**config.mk**
```make
export PLATFORM = sky130hd
export DESIGN_NAME = cache_top
export DESIGN_NICKNAME = d
export VERILOG_FILES = /design/src/cache_pkg.sv /design/src/lookup_if.sv /design/src/plru_tree.sv /design/src/tag_store.sv /design/src/line_store.sv /design/src/cache_ctrl.sv /design/src/cache_top.sv
export SDC_FILE = /design/constraint.sdc
export NUM_CORES = 2
export LEC_CHECK = 0
export ABC_AREA = 1
export ABC_CLOCK_PERIOD_IN_PS = 7800
export BUFFER_PORTS_ARGS = -buffer_cell sky130_fd_sc_hd__buf_4
export CAP_MARGIN = 20
export CORE_ASPECT_RATIO = 2
export CORE_MARGIN = 5
export CORE_UTILIZATION = 45
export DETAILED_ROUTE_END_ITERATION = 10
export GPL_ROUTABILITY_DRIVEN = 0
export MAX_ROUTING_LAYER = met4
export PLACE_DENSITY = 0.71
export RECOVER_POWER = 25
export SYNTH_ARGS = -nofsm -noshare
export SYNTH_HDL_FRONTEND = slang
export SYNTH_SLANG_ARGS = --single-unit
```
**constraint.sdc**
```tcl
create_clock -name clk -period 7.8 [get_ports clk]
set_clock_uncertainty 0.15 [all_clocks]
set_input_delay 1.56 -clock clk [delete_from_list [all_inputs] [get_ports clk]]
set_output_delay 1.56 -clock clk [all_outputs]
set_load 0.01 [all_outputs]
```
**src/cache_pkg.sv**
```systemverilog
package cache_pkg;

    localparam int addr_w   = 16;
    localparam int data_w   = 32;
    localparam int tag_w    = 11;
    localparam int index_w  = 3;
    localparam int offset_w = 2;

    localparam int num_sets  = 8;
    localparam int num_ways  = 8;
    localparam int way_w     = 3;
    localparam int tree_bits = 7; // num_ways - 1 decision nodes

    // controller state codes
    localparam int state_w = 3;
    localparam logic [state_w-1:0] st_idle        = 3'd0;
    localparam logic [state_w-1:0] st_lookup      = 3'd1;
    localparam logic [state_w-1:0] st_mem_wait    = 3'd2;
    localparam logic [state_w-1:0] st_mem_release = 3'd3;
    localparam logic [state_w-1:0] st_respond     = 3'd4;
    localparam logic [state_w-1:0] st_release     = 3'd5;

    typedef logic [way_w-1:0] way_t;

    typedef struct packed {
        logic [tag_w-1:0]    tag;
        logic [index_w-1:0]  index;
        logic [offset_w-1:0] offset; // byte offset, unused
    } addr_s;

    // same address seen as a bus word or as its fields
    typedef union packed {
        logic [addr_w-1:0] word;
        addr_s             f;
    } addr_u;

endpackage : cache_pkg

```
**src/lookup_if.sv**
```systemverilog
`timescale 1ns/1ns

interface lookup_if import cache_pkg::*; ();

    logic [index_w-1:0] index;
    logic [tag_w-1:0]   tag;
    way_t               way;
    logic               hit;
    way_t               hit_way; // valid only while hit is high
    logic               fill;
    logic               write;   // write hit, data array only
    logic [data_w-1:0]  wdata;
    logic [data_w-1:0]  rdata;

    modport ctrl (
        output index, tag, way, fill, write, wdata,
        input  hit, hit_way, rdata
    );

    modport tags (
        input  index, tag, way, fill,
        output hit, hit_way
    );

    modport data (
        input  index, way, fill, write, wdata,
        output rdata
    );

endinterface : lookup_if

```
**src/plru_tree.sv**
```systemverilog
`timescale 1ns/1ns

module plru_tree import cache_pkg::*; (
    input  logic               clk,
    input  logic               rst,
    input  logic               touch,
    input  logic [index_w-1:0] touch_index,
    input  way_t               touch_way,
    input  logic [index_w-1:0] victim_index,
    output way_t               victim
);

    // node 0 is the root, 1..2 the middle level, 3..6 the leaf pairs
    logic [tree_bits-1:0] tree [num_sets];
    logic [tree_bits-1:0] next_bits;
    way_t                 touch_mid;
    way_t                 touch_leaf;
    logic [tree_bits-1:0] vic_bits;
    way_t                 vic_mid;
    way_t                 vic_leaf;

    // nodes on the path of the touched way
    assign touch_mid  = way_t'(1) + {2'b00, touch_way[2]};
    assign touch_leaf = way_t'(3) + {1'b0, touch_way[2:1]};

    // every node on the path points away from the touched way
    always_comb begin
        next_bits             = tree[touch_index];
        next_bits[0]          = ~touch_way[2];
        next_bits[touch_mid]  = ~touch_way[1];
        next_bits[touch_leaf] = ~touch_way[0];
    end

    always_ff @(posedge clk) begin
        if (rst) begin
            for (int s = 0; s < num_sets; s++) begin
                tree[s] <= '0;
            end
        end else if (touch) begin
            tree[touch_index] <= next_bits;
        end
    end

    // walk from the root, 0 = lower half, 1 = upper half
    assign vic_bits = tree[victim_index];
    assign vic_mid  = way_t'(1) + {2'b00, vic_bits[0]};
    assign vic_leaf = way_t'(3) + {1'b0, vic_bits[0], vic_bits[vic_mid]};
    assign victim   = {vic_bits[0], vic_bits[vic_mid], vic_bits[vic_leaf]};

endmodule : plru_tree

```
**src/tag_store.sv**
```systemverilog
`timescale 1ns/1ns

module tag_store import cache_pkg::*; (
    input logic    clk,
    input logic    rst,
    lookup_if.tags lk
);

    logic [num_ways-1:0] valid [num_sets];
    logic [tag_w-1:0]    tags  [num_sets][num_ways];
    logic [num_ways-1:0] match; // one bit per way of the indexed set

    always_ff @(posedge clk) begin
        if (rst) begin
            for (int s = 0; s < num_sets; s++) begin
                valid[s] <= '0;
            end
        end else if (lk.fill) begin
            valid[lk.index][lk.way] <= 1'b1;
        end
    end

    always_ff @(posedge clk) begin
        if (lk.fill) begin
            tags[lk.index][lk.way] <= lk.tag;
        end
    end

    // compare against all ways of the set at once
    always_comb begin
        for (int w = 0; w < num_ways; w++) begin
            match[w] = valid[lk.index][w] && (tags[lk.index][w] == lk.tag);
        end
    end

    assign lk.hit = |match;

    // a tag sits in at most one way, so a plain encoder is enough
    always_comb begin
        lk.hit_way = '0;
        for (int w = 0; w < num_ways; w++) begin
            if (match[w]) begin
                lk.hit_way = way_t'(w);
            end
        end
    end

endmodule : tag_store

```
**src/line_store.sv**
```systemverilog
`timescale 1ns/1ns

module line_store import cache_pkg::*; (
    input logic    clk,
    lookup_if.data lk
);

    logic [data_w-1:0] words [num_sets][num_ways];

    always_ff @(posedge clk) begin
        if (lk.fill || lk.write) begin
            words[lk.index][lk.way] <= lk.wdata;
        end
    end

    assign lk.rdata = words[lk.index][lk.way]; // async read of the selected way

endmodule : line_store

```
**src/cache_ctrl.sv**
```systemverilog
`timescale 1ns/1ns

module cache_ctrl import cache_pkg::*; (
    input  logic               clk,
    input  logic               rst,
    input  logic               cpu_req,
    input  logic               cpu_we,
    input  logic [addr_w-1:0]  cpu_addr,
    input  logic [data_w-1:0]  cpu_wdata,
    output logic               cpu_ack,
    output logic [data_w-1:0]  cpu_rdata,
    output logic               mem_req,
    output logic               mem_we,
    output logic [addr_w-1:0]  mem_addr,
    output logic [data_w-1:0]  mem_wdata,
    input  logic               mem_ack,
    input  logic [data_w-1:0]  mem_rdata,
    lookup_if.ctrl             lk,
    output logic               touch,
    output logic [index_w-1:0] touch_index,
    output way_t               touch_way,
    input  way_t               victim
);

    logic [state_w-1:0] state;
    logic [state_w-1:0] state_next;
    addr_u              req_addr;
    logic               req_we;
    logic [data_w-1:0]  req_wdata;

    always_comb begin
        state_next = state;
        case (state)
            st_idle: begin
                if (cpu_req) begin
                    state_next = st_lookup;
                end
            end
            st_lookup: begin
                // writes always go through to memory
                if (req_we || !lk.hit) begin
                    state_next = st_mem_wait;
                end else begin
                    state_next = st_respond;
                end
            end
            st_mem_wait: begin
                if (mem_ack) begin
                    state_next = st_mem_release;
                end
            end
            st_mem_release: begin
                if (!mem_ack) begin
                    state_next = st_respond;
                end
            end
            st_respond: begin
                state_next = st_release;
            end
            st_release: begin
                if (!cpu_req) begin
                    state_next = st_idle;
                end
            end
            default: begin
                state_next = st_idle;
            end
        endcase
    end

    always_ff @(posedge clk) begin
        if (rst) begin
            state <= st_idle;
        end else begin
            state <= state_next;
        end
    end

    always_ff @(posedge clk) begin
        if (state == st_idle && cpu_req) begin
            req_addr.word <= cpu_addr;
            req_we        <= cpu_we;
            req_wdata     <= cpu_wdata;
        end
        if (state == st_lookup && lk.hit) begin
            cpu_rdata <= lk.rdata;
        end
        if (lk.fill) begin
            cpu_rdata <= mem_rdata; // miss data goes straight back to the cpu
        end
    end

    assign lk.index = req_addr.f.index;
    assign lk.tag   = req_addr.f.tag;
    assign lk.way   = lk.hit ? lk.hit_way : victim;
    assign lk.fill  = (state == st_mem_wait) && mem_ack && !req_we;
    assign lk.write = (state == st_lookup) && req_we && lk.hit; // no allocate on miss
    assign lk.wdata = lk.fill ? mem_rdata : req_wdata;

    assign touch       = ((state == st_lookup) && lk.hit) || lk.fill;
    assign touch_index = req_addr.f.index;
    assign touch_way   = lk.way;

    assign cpu_ack   = (state == st_release);
    assign mem_req   = (state == st_mem_wait);
    assign mem_we    = req_we;
    assign mem_addr  = req_addr.word;
    assign mem_wdata = req_wdata;

endmodule : cache_ctrl

```
**src/cache_top.sv**
```systemverilog
`timescale 1ns/1ns

module cache_top import cache_pkg::*; (
    input  logic              clk,
    input  logic              rst,
    input  logic              cpu_req,
    input  logic              cpu_we,
    input  logic [addr_w-1:0] cpu_addr,
    input  logic [data_w-1:0] cpu_wdata,
    output logic              cpu_ack,
    output logic [data_w-1:0] cpu_rdata,
    output logic              mem_req,
    output logic              mem_we,
    output logic [addr_w-1:0] mem_addr,
    output logic [data_w-1:0] mem_wdata,
    input  logic              mem_ack,
    input  logic [data_w-1:0] mem_rdata
);

    logic               touch;
    logic [index_w-1:0] touch_index;
    way_t               touch_way;
    way_t               victim;

    lookup_if lk ();

    cache_ctrl ctrl_i (
        .clk         (clk),
        .rst         (rst),
        .cpu_req     (cpu_req),
        .cpu_we      (cpu_we),
        .cpu_addr    (cpu_addr),
        .cpu_wdata   (cpu_wdata),
        .cpu_ack     (cpu_ack),
        .cpu_rdata   (cpu_rdata),
        .mem_req     (mem_req),
        .mem_we      (mem_we),
        .mem_addr    (mem_addr),
        .mem_wdata   (mem_wdata),
        .mem_ack     (mem_ack),
        .mem_rdata   (mem_rdata),
        .lk          (lk.ctrl),
        .touch       (touch),
        .touch_index (touch_index),
        .touch_way   (touch_way),
        .victim      (victim)
    );

    tag_store tags_i (
        .clk (clk),
        .rst (rst),
        .lk  (lk.tags)
    );

    line_store data_i (
        .clk (clk),
        .lk  (lk.data)
    );

    plru_tree plru_i (
        .clk          (clk),
        .rst          (rst),
        .touch        (touch),
        .touch_index  (touch_index),
        .touch_way    (touch_way),
        .victim_index (lk.index), // victim of the set under lookup
        .victim       (victim)
    );

endmodule : cache_top

```
==> results.toml <==
[status]
status = "finished, violations left"
violations = "max-capacitance violations, max-slew violations"

[power_and_ir_drop]
vdd_drop_max_uv = 392
power_leakage_nw = 44.8
cellPowerDensity_nw_per_um2 = 286

[cells_and_area]
multi_input_comb_area_um2 = 27400
design_area_um2 = 133000
regArea_um2 = 88200
layout-drive-gt1-share = 0.0835
nNetsFinal = 9869
syn2layout_area_growth_pct = 12.1
fill_cells = 22000

[die]
fp.dieArea_um2 = 276000
row_count = 267
initial_utilization = 0.451
die_h_um = 738
core-area_um2 = 264000
pin_count = 168
die_w_um = 374

[placement]
place_area_um2 = 125000
io_buffer_count = 167
hpwl_um = 195000

[detailed_routing]
first_pass_iters = 9
post_drt_wl_per_cell_um = 25.0
route.detailed.drc = 0
drt_iter0_drc = 9801
via_per_inst = 5.97
ant_nets = 0
wl_um = 337000
via_count = 80500

[yosys]
synthMuxAreaShare = 0.000168
synth_xor_xnor_area_share = 0
syn_area_um2 = 119000
synth-main-ff-cell = "edfxtp_1"
ys_seq_elements = 2959
synth-edff-count = 2889
yosys_warnings = 0
synth-adder-area-share = 0.000420
ys_seq_area_frac = 0.740
synthCells = 9737
async_reset_ff_frac = 0
yosys.area_share.simple = 0.123
synthesis.nets = 9826
yosysUniqueCellTypes = 34
avgSynthCellArea_um2 = 12.2
synth_top_family_by_area = "simple AND/OR/NAND/NOR gates"
synth_compound_area_frac = 0.101

[sta]
finalSetupViolations = 0
max_slew_margin = -1.15
rsz0062_at_grt = "false"
post-route-period-util = 0.897
max_freq_mhz = 143
fin_setup_tns_ns = 0
slew_viol_final = 768
worst_slew_pin_slew_ns = 3.23
hold_viol = 0
period_minus_slack_ns = 6.99

[global_routing]
grt_pass1_vias = 80600
grt_antenna_before_repair = 8
grt_pass1_wl_um = 496000
grt_max_degree = 303
grtUsageTotal = 0.243
grt_overflow = 0

[setup_path]
setup.worst_path.start_class = "register"
worst_path_largest_cell_delay_ns = 1.31
critPathKind = "reg2reg"
crit_family = "buffers and inverters"
critical_path.most_common_cell = "nand2_1"
end_kind = "register"
critical_path_buf_inv_count = 5
worstPathArrival_ns = 7.60
crit_required_ns = 8.40
cp_max_fo = 64
cp_slowest_cell = "clkbuf_1"
worstPathCellList = "clkbuf_1, inv_1, nand2_1, nand2_1, nand2_1, nor2_1, nand3_1, nand2_1, a31oi_1, nand2_4, buf_4, inv_2, buf_4, nand3_1, nand3_1, nand3_1, nand2_1"

[cts]
path_clk_slew_ns = 0.07
clkLatencyLatePin_ns = 0.89
cts_resized = 0
cts_setup_buffers = 0
cts-root-buf = "clkbuf_16"
numCtsBuffers = 267
clk_path_buf_depth = 4
ctsHoldBuffers = 0
cts_tree = "built"
htree_levels = 5
cts.sinks = 2959

[run]
max_cap_viol_count = 17

[worst_hold_path]
worst_hold_path_type = "reg2reg"
## flip-flops by register name, summed over array words and instances (netlist names), named ones only
signal            count
plru_i.tree          56
ctrl_i.mem_addr      16
data_i.words       2048
ctrl_i.mem_wdata     32
tags_i.tags         704
ctrl_i.cpu_rdata     32
ctrl_i.mem_we         1
ctrl_i.state          3
tags_i.valid         64
## worst min-delay path, delay by kind of cell, from the launching register on
kind | cells | cell delay, ns
flip-flops | 1 | 0.32
AND/OR/NAND/NOR | 2 | 0.12
## path summary, 6_finish.rpt
path | from | end | slack (ns) | cells after the start
worst max-delay path | ctrl_i.mem_addr[11] | ctrl_i.cpu_rdata[16] | 0.81 | 17
worst min-delay path | tags_i.valid[3][5] | tags_i.valid[3][5] | 0.32 | 2
worst max register to register | ctrl_i.mem_addr[11] | ctrl_i.cpu_rdata[16] | 0.81 | 17
worst min register to register | tags_i.valid[3][5] | tags_i.valid[3][5] | 0.32 | 2
## cells in the final DEF (no fill, tap or decap), drive strengths merged, types with 11 or more instances in the layout
cell and n:
nand2 1176, nor3 11, edfxtp 2889, clkbuf 477, bufinv 22, buf 285
nand3 742, o21a 18, o221ai 256, a21oi 39, o22ai 299, inv 362
o21ai 1509, dfxtp 70, clkinv 118, nor2 1677
## stage by stage
stage	cells	util	hold slack [ns]	setup WS, ns	total power [mW]
after floorplan	9737	-	0.285	2.35	22.6
after global placement	13000	0.473	0.297	1.25	25.1
after detailed placement	13000	0.474	0.303	1.35	25.3
after CTS	13500	0.506	0.319	1.39	38.2
after global routing	13500	0.506	0.344	0.639	39.5
final	13500	0.506	0.315	0.806	38.2
## cell usage after synthesis (2+ instances only)
library cell / count / area share
buf_1: 45 / 0.0014
buf_6: 10 / 0.00095
mux2i_1: 2 / 0.00017
o21ai_1: 64 / 0.0027
nor2_4: 5 / 0.00047
nor2_1: 1671 / 0.053
nor3_1: 11 / 0.00046
o221ai_1: 256 / 0.019
nand2_1: 1170 / 0.037
edfxtp_1: 2889 / 0.73
buf_2: 139 / 0.0058
o21ai_0: 1445 / 0.061
o22ai_1: 299 / 0.016
nand4_1: 9 / 0.00047
o21a_1: 18 / 0.0011
ha_1: 4 / 0.00042
a31oi_1: 2 / 0.00011
inv_1: 353 / 0.011
buf_4: 22 / 0.0014
clkinv_1: 5 / 0.00016
inv_2: 4 / 0.00013
nand2_2: 5 / 0.00026
a21oi_1: 34 / 0.0014
o211ai_1: 6 / 0.00038
a21oi_2: 5 / 0.00037
clkbuf_1: 446 / 0.014
nand3_1: 742 / 0.031
dfxtp_1: 70 / 0.012
## cells by family (layout without fill, tap and decap cells)
| logic type | after synthesis | count (layout) |
|---|---|---|
| multiplexers | 2 | 2 |
| other | 0 | 5 |
| buffers and inverters | 1025 | 1269 |
| AND/OR/NAND/NOR | 3616 | 3616 |
| adder cells (fa/ha/maj) | 4 | 4 |
| flip-flops | 2959 | 2959 |
| AO/OA/AOI/OAI | 2131 | 2131 |
## layer usage
layer	up-vias	GRT usage	share of wire
met3	1187	0.0370	0.085
met4	0	0.149	0.072
met2	4631	0.420	0.50
met5	-	-	0
met1	39400	0.264	0.34
li1	35200	-	-
## cell type report
type,count,area share
well taps,3497,0.0328
clock inverters,144,0.0107
flip-flops and latches,2959,0.661
inverters,363,0.0104
diodes,5,0.0000937
multi-input cells,5753,0.205
clock buffers,326,0.0533
repair buffers,436,0.0272
## report_power, final
part           switching [mW]  internal [mW]  leakage [nW]
combinational            5.46           1.72          14.0
sequential             0.0736           17.9          26.6
clock                    5.84           7.28          4.20
total                    11.4           26.9          44.8
Power figures use the tool's default switching activity.
